### config.mk
export PLATFORM = sky130hd
export DESIGN_NAME = exe_lane
export DESIGN_NICKNAME = d
export VERILOG_FILES = /design/src/hdl/exe_pkg.sv /design/src/hdl/exe_lane.sv /design/src/hdl/wb_arbiter.sv /design/src/hdl/srl_unit.sv /design/src/hdl/div_unit.sv /design/src/hdl/mad_unit.sv /design/src/hdl/exe_dispatch.sv
export VERILOG_INCLUDE_DIRS = /design/src /design/src/hdl
export SDC_FILE = /design/constraint.sdc
export NUM_CORES = 2
export LEC_CHECK = 0
export BUFFER_PORTS_ARGS = -buffer_cell sky130_fd_sc_hd__clkbuf_2
export CELL_PAD_IN_SITES_DETAIL_PLACEMENT = 0
export CELL_PAD_IN_SITES_GLOBAL_PLACEMENT = 1
export CORE_MARGIN = 1.5
export CORE_UTILIZATION = 33
export CTS_CLUSTER_DIAMETER = 200
export DETAILED_ROUTE_END_ITERATION = 16
export PLACE_DENSITY = 0.62
export SLEW_MARGIN = 20
export SYNTH_ARGS = -nofsm -noshare
export SYNTH_HDL_FRONTEND = slang
export SYNTH_HIERARCHICAL = 1
export SYNTH_SLANG_ARGS = --single-unit
### constraint.sdc
create_clock -name clock -period 24.3 [get_ports clock]
set_input_delay 2.43 -clock clock [delete_from_list [all_inputs] [get_ports clock]]
set_output_delay 2.43 -clock clock [all_outputs]
set_load 0.02 [all_outputs]
### src/hdl/exe_cfg.svh
// Execution lane configuration: data, issue, destination widths and MAD depth
`ifndef EXE_CFG_SVH
`define EXE_CFG_SVH

//////////////////////////////
// Datapath
//////////////////////////////

// Operand and result width
`define EXE_DATA_W		32

// Issue number width; age arithmetic wraps at this width
`define EXE_ISSUE_W		6

// Destination register index
`define EXE_DST_W		5

//////////////////////////////
// Units
//////////////////////////////

// Register stages in the multiply-add pipe, at least 2
`define EXE_MAD_DEPTH	3

`endif
### src/hdl/exe_pkg.sv
// Execution lane types: opcodes, unit select, command, token and result structs
`default_nettype none

`include "exe_cfg.svh"

package exe_pkg;

	// Integer opcodes handled by the lane
	typedef enum logic [3:0] {
		ADD		= 4'h0,
		SUB		= 4'h1,
		MUL		= 4'h2,
		MAD		= 4'h3,		// src1 * src2 + src3
		DIVU	= 4'h4,
		REMU	= 4'h5,
		SLL		= 4'h6,
		SRL		= 4'h7,
		SRA		= 4'h8,
		AND		= 4'h9,
		OR		= 4'hA,
		XOR		= 4'hB
	} exe_op_e;

	// Functional unit that executes an opcode
	typedef enum logic [1:0] {
		UNIT_MAD	= 2'd0,
		UNIT_DIV	= 2'd1,
		UNIT_SRL	= 2'd2
	} exe_unit_e;

	// Divider sequencing
	typedef enum logic [1:0] {
		IDLE	= 2'd0,
		RUN		= 2'd1,
		DONE	= 2'd2
	} div_state_e;

	//////////////////////////////
	// Command and write-back
	//////////////////////////////

	typedef struct packed {
		exe_op_e					op;
		logic [`EXE_DST_W-1:0]		dst;
		logic [`EXE_ISSUE_W-1:0]	issue_no;
		logic [`EXE_DATA_W-1:0]		src1;
		logic [`EXE_DATA_W-1:0]		src2;
		logic [`EXE_DATA_W-1:0]		src3;
	} exe_cmd_t;

	typedef struct packed {
		logic						v;			// Result finished
		exe_op_e					op;
		logic [`EXE_DST_W-1:0]		dst;
		logic [`EXE_ISSUE_W-1:0]	issue_no;
	} exe_token_t;

	typedef struct packed {
		exe_token_t					token;
		logic [`EXE_DATA_W-1:0]		data;
	} exe_res_t;

endpackage

`default_nettype wire

### src/hdl/exe_lane.sv
// Execution lane top: dispatch, three functional units and write-back arbiter
`default_nettype none

`include "exe_cfg.svh"

module exe_lane (
	input  wire logic						clock,
	input  wire logic						rst,
	input  wire logic						req,
	input  wire exe_pkg::exe_cmd_t			cmd,
	input  wire logic [`EXE_ISSUE_W-1:0]	cur_issue_no,
	input  wire logic						wb_hold,
	output logic							stall,
	output logic							wb_valid,
	output exe_pkg::exe_token_t				wb_token,
	output logic [`EXE_DATA_W-1:0]			wb_data
);

	logic					mad_en, div_en, srl_en;
	logic					mad_ready, div_ready, srl_ready;
	logic					mad_take, div_take, srl_take;
	exe_pkg::exe_token_t	unit_tok;		// Shared by all units
	logic [`EXE_DATA_W-1:0]	src1, src2, src3;
	exe_pkg::exe_res_t		mad_res, div_res, srl_res;

	//////////////////////////////
	// Input side
	//////////////////////////////
	exe_dispatch dispatch0 (
		.clock(clock), .rst(rst), .req(req), .cmd(cmd),
		.mad_ready(mad_ready), .div_ready(div_ready), .srl_ready(srl_ready),
		.mad_en(mad_en), .div_en(div_en), .srl_en(srl_en),
		.unit_tok(unit_tok), .src1(src1), .src2(src2), .src3(src3), .stall(stall)
	);

	mad_unit mad0 (
		.clock(clock), .rst(rst), .en(mad_en), .tok(unit_tok),
		.src1(src1), .src2(src2), .src3(src3),
		.take(mad_take), .ready(mad_ready), .res(mad_res)
	);

	div_unit div0 (
		.clock(clock), .rst(rst), .en(div_en), .tok(unit_tok),
		.src1(src1), .src2(src2),
		.take(div_take), .ready(div_ready), .res(div_res)
	);

	srl_unit srl0 (
		.clock(clock), .rst(rst), .en(srl_en), .tok(unit_tok),
		.src1(src1), .src2(src2),
		.take(srl_take), .ready(srl_ready), .res(srl_res)
	);

	// Output side
	wb_arbiter arb0 (
		.clock(clock), .rst(rst), .cur_issue_no(cur_issue_no), .wb_hold(wb_hold),
		.mad_res(mad_res), .div_res(div_res), .srl_res(srl_res),
		.mad_take(mad_take), .div_take(div_take), .srl_take(srl_take),
		.wb_valid(wb_valid), .wb_token(wb_token), .wb_data(wb_data)
	);

endmodule

`default_nettype wire

### src/hdl/wb_arbiter.sv
// Write-back arbiter: grants the oldest finished result and registers it
`default_nettype none

`include "exe_cfg.svh"

module wb_arbiter (
	input  wire logic						clock,
	input  wire logic						rst,
	input  wire logic [`EXE_ISSUE_W-1:0]	cur_issue_no,
	input  wire logic						wb_hold,
	input  wire exe_pkg::exe_res_t			mad_res,
	input  wire exe_pkg::exe_res_t			div_res,
	input  wire exe_pkg::exe_res_t			srl_res,
	output logic							mad_take,
	output logic							div_take,
	output logic							srl_take,
	output logic							wb_valid,
	output exe_pkg::exe_token_t				wb_token,
	output logic [`EXE_DATA_W-1:0]			wb_data
);

	logic [`EXE_ISSUE_W-1:0]	age_mad;
	logic [`EXE_ISSUE_W-1:0]	age_div;
	logic [`EXE_ISSUE_W-1:0]	age_srl;
	logic [`EXE_ISSUE_W-1:0]	best_age;
	exe_pkg::exe_unit_e			sel;
	exe_pkg::exe_res_t			pick;
	logic						any;
	logic						grant;

	// Age wraps modulo the issue-number width
	assign age_mad = cur_issue_no - mad_res.token.issue_no;
	assign age_div = cur_issue_no - div_res.token.issue_no;
	assign age_srl = cur_issue_no - srl_res.token.issue_no;

	//////////////////////////////
	// Oldest first, ties MAD > DIV > SRL
	//////////////////////////////
	always_comb begin
		any			= 1'b0;
		sel			= exe_pkg::UNIT_MAD;
		best_age	= '0;
		if (mad_res.token.v) begin
			any			= 1'b1;
			best_age	= age_mad;
		end
		if (div_res.token.v && (!any || age_div > best_age)) begin
			any			= 1'b1;
			sel			= exe_pkg::UNIT_DIV;
			best_age	= age_div;
		end
		if (srl_res.token.v && (!any || age_srl > best_age)) begin
			any			= 1'b1;
			sel			= exe_pkg::UNIT_SRL;
		end
	end

	always_comb begin
		case (sel)
			exe_pkg::UNIT_DIV:	pick = div_res;
			exe_pkg::UNIT_SRL:	pick = srl_res;
			default:			pick = mad_res;
		endcase
	end

	assign grant	= any & ~wb_hold;		// Hold blocks every take
	assign mad_take	= grant & (sel == exe_pkg::UNIT_MAD);
	assign div_take	= grant & (sel == exe_pkg::UNIT_DIV);
	assign srl_take	= grant & (sel == exe_pkg::UNIT_SRL);

	always_ff @(posedge clock) begin
		if (rst) begin
			wb_token.v <= 1'b0;
		end else if (grant) begin
			wb_token	<= pick.token;
			wb_data		<= pick.data;
		end else begin
			wb_token.v	<= 1'b0;
		end
	end

	assign wb_valid = wb_token.v;

	// A finished result that is not taken must stay frozen
	a_mad_frozen: assert property (@(posedge clock) disable iff (rst)
		mad_res.token.v && !mad_take |=> $stable(mad_res))
		else $error("MAD result changed while not taken");

	a_div_frozen: assert property (@(posedge clock) disable iff (rst)
		div_res.token.v && !div_take |=> $stable(div_res))
		else $error("DIV result changed while not taken");

	a_srl_frozen: assert property (@(posedge clock) disable iff (rst)
		srl_res.token.v && !srl_take |=> $stable(srl_res))
		else $error("SRL result changed while not taken");

endmodule

`default_nettype wire

### src/hdl/srl_unit.sv
// Shift/logic unit: one registered stage of shifts and bitwise ops
`default_nettype none

`include "exe_cfg.svh"

module srl_unit (
	input  wire logic						clock,
	input  wire logic						rst,
	input  wire logic						en,
	input  wire exe_pkg::exe_token_t		tok,
	input  wire logic [`EXE_DATA_W-1:0]		src1,
	input  wire logic [`EXE_DATA_W-1:0]		src2,
	input  wire logic						take,
	output logic							ready,
	output exe_pkg::exe_res_t				res
);

	logic [4:0]				sh;
	logic [`EXE_DATA_W-1:0]	val;
	logic					adv;

	assign sh		= src2[4:0];				// Low five bits only
	assign adv		= ~res.token.v | take;
	assign ready	= adv;

	always_comb begin
		case (tok.op)
			exe_pkg::SLL:	val = src1 << sh;
			exe_pkg::SRL:	val = src1 >> sh;
			exe_pkg::SRA:	val = $signed(src1) >>> sh;	// Sign fill
			exe_pkg::AND:	val = src1 & src2;
			exe_pkg::OR:	val = src1 | src2;
			exe_pkg::XOR:	val = src1 ^ src2;
			default:		val = '0;
		endcase
	end

	always_ff @(posedge clock) begin
		if (rst) begin
			res.token.v <= 1'b0;
		end else if (adv) begin
			res.token	<= tok;
			res.token.v	<= en;
			res.data	<= val;
		end
	end

endmodule

`default_nettype wire

### src/hdl/div_unit.sv
// Divider: iterative restoring unsigned divide giving quotient or remainder
`default_nettype none

`include "exe_cfg.svh"

module div_unit (
	input  wire logic						clock,
	input  wire logic						rst,
	input  wire logic						en,
	input  wire exe_pkg::exe_token_t		tok,
	input  wire logic [`EXE_DATA_W-1:0]		src1,
	input  wire logic [`EXE_DATA_W-1:0]		src2,
	input  wire logic						take,
	output logic							ready,
	output exe_pkg::exe_res_t				res
);

	localparam int W	= `EXE_DATA_W;
	localparam int CW	= $clog2(`EXE_DATA_W);

	exe_pkg::div_state_e	state;
	exe_pkg::exe_token_t	tok_q;
	logic [CW-1:0]			cnt;		// Iteration count
	logic [W-1:0]			quo;		// Dividend shifts out, quotient shifts in
	logic [W-1:0]			rem;
	logic [W-1:0]			dvs;
	logic [W:0]				rem_sh;
	logic [W:0]				trial;

	assign ready = (state == exe_pkg::IDLE);

	//////////////////////////////
	// Control
	//////////////////////////////
	always_ff @(posedge clock) begin
		if (rst) begin
			state <= exe_pkg::IDLE;
		end else begin
			case (state)
				exe_pkg::IDLE:	if (en) state <= exe_pkg::RUN;
				exe_pkg::RUN:	if (cnt == CW'(W-1)) state <= exe_pkg::DONE;
				exe_pkg::DONE:	if (take) state <= exe_pkg::IDLE;	// Held until taken
				default:		state <= exe_pkg::IDLE;
			endcase
		end
	end

	//////////////////////////////
	// Datapath
	//////////////////////////////

	// Divisor zero never borrows, so quotient ends all ones and remainder keeps dividend
	assign rem_sh	= {rem, quo[W-1]};
	assign trial	= rem_sh - {1'b0, dvs};

	always_ff @(posedge clock) begin
		if (state == exe_pkg::IDLE && en) begin
			quo		<= src1;
			rem		<= '0;
			dvs		<= src2;
			cnt		<= '0;
			tok_q	<= tok;
		end else if (state == exe_pkg::RUN) begin
			quo		<= {quo[W-2:0], ~trial[W]};
			rem		<= trial[W] ? rem_sh[W-1:0] : trial[W-1:0];	// Restore on borrow
			cnt		<= cnt + 1'b1;
		end
	end

	always_comb begin
		res.token	= tok_q;
		res.token.v	= (state == exe_pkg::DONE);
		res.data	= (tok_q.op == exe_pkg::REMU) ? rem : quo;
	end

	a_en_idle: assert property (@(posedge clock) disable iff (rst)
		en |-> state == exe_pkg::IDLE)
		else $error("divider enabled while busy");

endmodule

`default_nettype wire

### src/hdl/mad_unit.sv
// Multiply-add unit: pipelined add, subtract, multiply and multiply-add with freeze
`default_nettype none

`include "exe_cfg.svh"

module mad_unit (
	input  wire logic						clock,
	input  wire logic						rst,
	input  wire logic						en,
	input  wire exe_pkg::exe_token_t		tok,
	input  wire logic [`EXE_DATA_W-1:0]		src1,
	input  wire logic [`EXE_DATA_W-1:0]		src2,
	input  wire logic [`EXE_DATA_W-1:0]		src3,
	input  wire logic						take,
	output logic							ready,
	output exe_pkg::exe_res_t				res
);

	localparam int W = `EXE_DATA_W;
	localparam int D = `EXE_MAD_DEPTH;

	// Stage payload ahead of the final add
	typedef struct packed {
		exe_pkg::exe_token_t	tok;
		logic [W-1:0]			a;		// Product or src1
		logic [W-1:0]			b;		// Addend or subtrahend
	} stage_t;

	stage_t			head;
	stage_t			pipe [D-1];
	logic [W-1:0]	sum;
	logic			adv;

	// Whole pipe moves only when the result slot frees up
	assign adv		= ~res.token.v | take;
	assign ready	= adv;

	//////////////////////////////
	// Stage one: multiply
	//////////////////////////////
	always_comb begin
		head		= '0;
		head.tok	= tok;
		head.tok.v	= en;
		if (tok.op == exe_pkg::MUL || tok.op == exe_pkg::MAD)
			head.a = src1 * src2;		// Low half of the product
		else
			head.a = src1;
		if (tok.op == exe_pkg::MAD)
			head.b = src3;
		else if (tok.op == exe_pkg::SUB || tok.op == exe_pkg::ADD)
			head.b = src2;
	end

	// Last stage adds or subtracts
	assign sum = (pipe[D-2].tok.op == exe_pkg::SUB) ? pipe[D-2].a - pipe[D-2].b
	                                                 : pipe[D-2].a + pipe[D-2].b;

	always_ff @(posedge clock) begin
		if (rst) begin
			for (int i = 0; i < D-1; i++)
				pipe[i].tok.v <= 1'b0;
			res.token.v <= 1'b0;
		end else if (adv) begin
			pipe[0] <= head;
			for (int i = 1; i < D-1; i++)
				pipe[i] <= pipe[i-1];
			res.token	<= pipe[D-2].tok;
			res.data	<= sum;
		end
	end

endmodule

`default_nettype wire

### src/hdl/exe_dispatch.sv
// Dispatch: decodes the opcode, enables one unit and drives the issue stall
`default_nettype none

`include "exe_cfg.svh"

module exe_dispatch (
	input  wire logic						clock,
	input  wire logic						rst,
	input  wire logic						req,
	input  wire exe_pkg::exe_cmd_t			cmd,
	input  wire logic						mad_ready,
	input  wire logic						div_ready,
	input  wire logic						srl_ready,
	output logic							mad_en,
	output logic							div_en,
	output logic							srl_en,
	output exe_pkg::exe_token_t				unit_tok,
	output logic [`EXE_DATA_W-1:0]			src1,
	output logic [`EXE_DATA_W-1:0]			src2,
	output logic [`EXE_DATA_W-1:0]			src3,
	output logic							stall
);

	exe_pkg::exe_unit_e		unit;
	logic					op_ok;		// Opcode is a known encoding
	logic					accept;
	logic					go;

	// Stall depends on unit readiness only, never on req
	assign stall	= ~(mad_ready & div_ready & srl_ready);
	assign accept	= req & ~stall;
	assign go		= accept & op_ok;

	always_comb begin
		unit	= exe_pkg::UNIT_SRL;
		op_ok	= 1'b1;
		case (cmd.op)
			exe_pkg::ADD, exe_pkg::SUB, exe_pkg::MUL, exe_pkg::MAD:		unit = exe_pkg::UNIT_MAD;
			exe_pkg::DIVU, exe_pkg::REMU:								unit = exe_pkg::UNIT_DIV;
			exe_pkg::SLL, exe_pkg::SRL, exe_pkg::SRA,
			exe_pkg::AND, exe_pkg::OR, exe_pkg::XOR:					unit = exe_pkg::UNIT_SRL;
			default:													op_ok = 1'b0;
		endcase
	end

	assign mad_en	= go & (unit == exe_pkg::UNIT_MAD);
	assign div_en	= go & (unit == exe_pkg::UNIT_DIV);
	assign srl_en	= go & (unit == exe_pkg::UNIT_SRL);

	// Token and operands are zero unless a command goes out
	always_comb begin
		unit_tok = '0;
		if (go) begin
			unit_tok.v			= 1'b1;
			unit_tok.op			= cmd.op;
			unit_tok.dst		= cmd.dst;
			unit_tok.issue_no	= cmd.issue_no;
		end
	end

	assign src1	= go ? cmd.src1 : '0;
	assign src2	= go ? cmd.src2 : '0;
	assign src3	= (go && cmd.op == exe_pkg::MAD) ? cmd.src3 : '0;	// Addend for MAD only

	a_req_while_stall: assert property (@(posedge clock) disable iff (rst) req |-> !stall)
		else $error("req raised while stall is high");

	a_en_onehot: assert property (@(posedge clock) disable iff (rst)
		accept |-> $onehot({mad_en, div_en, srl_en}))
		else $error("accepted command did not enable exactly one unit");

endmodule

`default_nettype wire

=== Word level (Yosys, flattened, before mapping) ===
Memory sizes are Yosys's and may differ from the RTL's.
Index checks and enable logic that the tools add are counted.
Widths: inputs -> output; s select.

* Bits in writable memories: 160
* Latch bits: 0
* Memory bits (read-only): 0
* Logic and storage cells: 152
* Bits in registers: 262
* Memories: 1

{| class="wikitable"
|+ Memory list
! name !! words !! width !! read ports !! clocked after Yosys merged registers in !! write ports !! RTL line !! source
|-
| mad0.pipe || 2 || 80 || 2 || 0 || 2 || mad_unit.sv:30 || <nowiki>stage_t pipe [D-1];</nowiki>
|}

* Muxes and demuxes: 34
* Eq/ne operators: 32
* Magnitude comparators: 2
* $mul: 1
* Div/mod/pow operators: 0
* Shift-type cells: 3
* Bitwise logic cells: 25
* $add $sub $neg: 7
* Reduce and logical (&&, ||, !) cells: 24

{| class="wikitable"
|+ Operator list
! cell !! count
|-
| $mux 32 || 11
|-
| $pmux 32 s6 || 1
|-
| $pmux 48 s2 || 1
|-
| $sub 33x32->33 || 1
|-
| $add 32x32->32 || 1
|-
| $and 32x32->32 || 1
|-
| $eq 4x4->1 const B || 8
|-
| $mul 32x32->32 || 1
|-
| $or 32x32->32 || 1
|-
| $shl 32x5->32 || 1
|-
| $shr 32x5->32 || 1
|-
| $sshr 32x5->32 || 1
|-
| $sub 32x32->32 || 1
|-
| $xor 32x32->32 || 1
|-
| $eq 4x3->1 const B || 7
|-
| $sub 6x6->6 || 3
|-
| $eq 4x2->1 const B || 4
|-
| $mux 15 || 1
|-
| $eq 4x1->1 const B || 3
|-
| $gt 6x6->1 || 2
|-
| $mux 1 || 12
|-
| $mux 6 || 2
|-
| $reduce_or 12->1 || 1
|-
| $and 1x1->1 || 11
|-
| other kinds (21) || 51
|}

=== Depth between registers and ports, before layout ===
* Depth in word-level cells: 22
* Depth in mapped cells: 55
* Mapped depth without buffers: 49

=== Modules after synthesis ===
Netlist, hierarchy kept.

{| class="wikitable"
|+ By module, submodules not included
! module !! cells each !! times used !! sequential area each (um2) !! area each (um2)
|-
| mad_unit || 2533 || 1 || 6236.0 || 25520.7
|-
| srl_unit || 793 || 1 || 1431.4 || 7258.2
|-
| div_unit || 591 || 1 || 3153.0 || 6467.5
|-
| wb_arbiter || 408 || 1 || 1431.4 || 3457.1
|-
| exe_dispatch || 257 || 1 || 0.0 || 1675.4
|}

=== Least setup slack after synthesis ===
No wires, ideal clock.

* Path type: input to register
* From: input cur_issue_no[0]
* To: memory mad0/pipe[0][62] (netlist name) (data pin)
* Setup time: 256 ps
* Cell stages on the path: 53
* Arrival: 13609 ps
* Slack: 10435 ps
* Path through: inv_1 -> ha_1 -> inv_1 -> fa_1 -> a21o_1 -> a21oi_1 -> xnor2_1 -> nand2_1 -> ha_1 -> nand3_1 -> a21oi_1 -> o21a_1 -> buf_2 -> buf_2 -> nand2_1 -> o21a_1 -> ha_1 -> a21oi_1 -> [... 17 more ...] -> fa_1 -> inv_1 -> fa_1 -> inv_1 -> fa_1 -> inv_1 -> fa_1 -> fa_1 -> ha_1 -> a21oi_1 -> o21ai_0 -> or4_1 -> a211o_1 -> o221ai_1 -> o21a_1 -> o21bai_1 -> xor2_1 -> a22o_1

{| class="wikitable"
|+ RTL lines
! element !! RTL line !! source
|-
| start: declaration || exe_lane.sv:11 || <nowiki>input wire logic [`EXE_ISSUE_W-1:0] cur_issue_no,</nowiki>
|-
| end: declaration || mad_unit.sv:30 ||
|}

==> impl_metrics.csv <==
group,metric,value,unit
timing,final_max_slew_viol_count,0,
cts,clk_transition_reported_paths,0.08,ns
cts,post_cts_hold_buffer_count,0,
floorplan,dieHeight,370,um
worst_setup_path,slowest_delay,0.89,ns
final_layout,final_cell_area,48900,um^2
timing,worst_hold_slack_across_all_endpoints,0.418,ns
worst_setup_path,cp_max_fo,44,
yosys,synthesized_netlist_net_count,5396,
cts,post_cts_resized,0,
cts,cts_tree,"done",
pwr,comb_power_share,41.0,%
yosys,post_synthesis_instance_area,44400,um^2
run,timing.max_cap.violations,0,
detailed_routing,wl_per_cell,24.8,um
pwr,total_leakage_power,21.0,nW
worst_setup_path,r2r_cells,48,
yosys,synth_area_per_cell,9.69,um^2
timing,worstMarginPinSlew,1.13,ns
pwr,clock_power_share,25.2,%
final_layout,area_growth,10.3,%
grt,first_global_vias,34439,
cts,clockRootBuffer,"clkbuf_16",
detailed_routing,route.antenna.remaining_nets,0,
placed_design,detailed_place.area,47400,um^2
detailed_routing,drt_iter0_drc,3092,
grt,globalRouteTotalUtil,23.2,%
worst_setup_path,critPathKind,"in -> reg",
placed_design,port_buffers,170,
worst_setup_path,worst_setup_path_end_kind,"flip-flop",
cts,post-cts-setup-buffer-count,0,
detailed_routing,post-route-drc-count,0,
final_layout,filler_cell_count,13630,
worst_setup_path,cp_data_arrival_time,16.34,ns
timing,fmax,62.7,MHz
timing,finalSetupViolCount,0,
floorplan,num_rows,134,
final_layout,seq_area,12300,um^2
final_layout,finalCoreUtilization,36.7,%
pwr,cellPowerDensity,58.1,nW/um^2
grt,grt_pass1_wl,236000,um
outcome,run_status,"finished, final reports clean",
timing,slew_headroom,24.7,%
cts,cts_bufs_inserted,45,
timing,final.setup.tns,0,ns
detailed_routing,vias,34296,
placed_design,place.gp.congestion,0.923,
cts,clock_sink_count,422,
worst_setup_path,crit_required,24.70,ns
floorplan,start_util,33.2,%
floorplan,count_of_boundary_i_o_pins,171,
grt,grt_overflow_total,0,
detailed_routing,post_dr_vias_cell,5.32,
final_layout,drive_gt1_share,12.8,%
final_layout,multi_input_comb_area,28800,um^2
yosys,netlist_instances,4580,
pwr,max-vdd-ir-drop,0.0000464,V
timing,final.period_utilization,65.6,%
timing,final.min_clock_period,15.94,ns
floorplan,die_area,137000,um^2
timing,grt_setup_unrepaired,"false",
hold_path,min_path_cells,0,
hold_path,worst_hold_path_type,"reg -> reg",
yosys,yosys_warnings,6,
final_layout,final_net_count,5462,
detailed_routing,detailedRoute.firstPassIterationCount,5,
worst_setup_path,crit_path_frequent_cell,"fa_1",
pwr,fraction_of_power_consumed_by_sequential_logic,33.7,%
worst_setup_path,type_of_origin_of_the_critical_path,"input pin",
cts,insertion_delay,0.63,ns
detailed_routing,routed_wirelength,160000,um
worst_setup_path,critPathSlowestCell,"buf_4",
floorplan,core_area,133000,um^2
grt,antenna_found_initial,3,
pwr,power.total,2.84,mW
timing,final_hold_viol_count,0,
placed_design,place.detailed.hpwl,114000,um
pwr,switchingPower,1.12,mW
timing,fin_worst_skew,0.0396,ns
pwr,switching_share,39.2,%
cts,deepest_level_of_the_cts_h_tree,2,
grt,maximum_number_of_pins_on_one_net_before_global_route_repair,129,
cts,clock_path_buffers,3,
pwr,internal_power,1.73,mW
floorplan,die-width,370,um
-- registers in the layout, indices dropped and copies added, names as in the netlist, 15 cells and up --
name	count
mad0/pipe	160
mad0/res	48
srl0/res	48
arb0/wb_data	32
div0/dvs	32
div0/quo	32
div0/rem	32
arb0/wb_token	15
div0/res	15
-- per-layer routing --
layer / GRT usage (%) / up-vias / wire length [um]
met3: 2.33 / 190 / 9130
li1: - / 15464 / -
met5: 0 / - / 0
met2: 38.3 / 1186 / 75200
met1: 32.2 / 17456 / 70800
met4: 6.72 / 0 / 4800
-- power by group through the flow --
stage / Combinational [mW] / Sequential [mW] / Clock (mW)
3_5_place_dp: 1.15 / 0.975 / 0
2_1_floorplan: 0.802 / 0.953 / 0
4_1_cts: 1.16 / 0.961 / 0.736
3_3_place_gp: 1.15 / 0.975 / 0
5_1_grt: 1.28 / 0.968 / 0.760
6_report: 1.17 / 0.959 / 0.718
-- cells in the final DEF (no fill, tap or decap), types with 42 or more instances in the layout --
cell type	n
ha_1	282
mux2_2	78
a31oi_1	56
fa_1	413
a22oi_1	50
nand2_1	548
clkbuf_2	170
nor3_4	43
mux4_2	53
o21ai_0	107
and2_1	392
dfxtp_1	42
clkbuf_16	46
xor2_1	55
nand3_1	44
edfxtp_1	380
buf_4	112
inv_1	639
a21oi_1	150
mux2i_1	62
xnor2_1	120
nor3_1	73
nor2_1	221
-- path summary, 6_finish.rpt --
kind,endpoint,startpoint,slack [ns]
setup / recovery,mad0/pipe[0][62],cur_issue_no[0],8.36
hold / removal,mad0/res[38],mad0/pipe[0][150],0.42
setup reg to reg,mad0/pipe[0][62],mad0/res[32],9.99
hold reg to reg,mad0/res[38],mad0/pipe[0][150],0.42
-- per-stage QoR --
step | setup WS (ns) | cells
floorplan | 10.44 | 4580
finish | 8.36 | 6451
global placement | 7.73 | 6365
global route | 7.59 | 6450
detailed placement | 7.61 | 6365
CTS | 8.24 | 6448
-- worst max-delay path, delay by kind of cell --
kind / cells / cell delay, ns
xor+xnor: 2 / 0.23
buf+inv: 12 / 2.86
simple gates: 10 / 2.22
compound gates: 13 / 2.91
fa+ha+maj: 13 / 5.60
-- final cells by class --
| cell class | instances | share of cell area (%) |
|---|---|---|
| repair buffers | 285 | 3.54 |
| diodes | 1 | 0.00512 |
| clock inverters | 25 | 0.591 |
| well taps | 1768 | 4.52 |
| flip-flops and latches | 422 | 25.0 |
| multi-input cells | 3248 | 58.9 |
| inverters | 644 | 4.96 |
| clock buffers | 58 | 2.49 |
No activity file was read; power rests on OpenSTA's default activity.
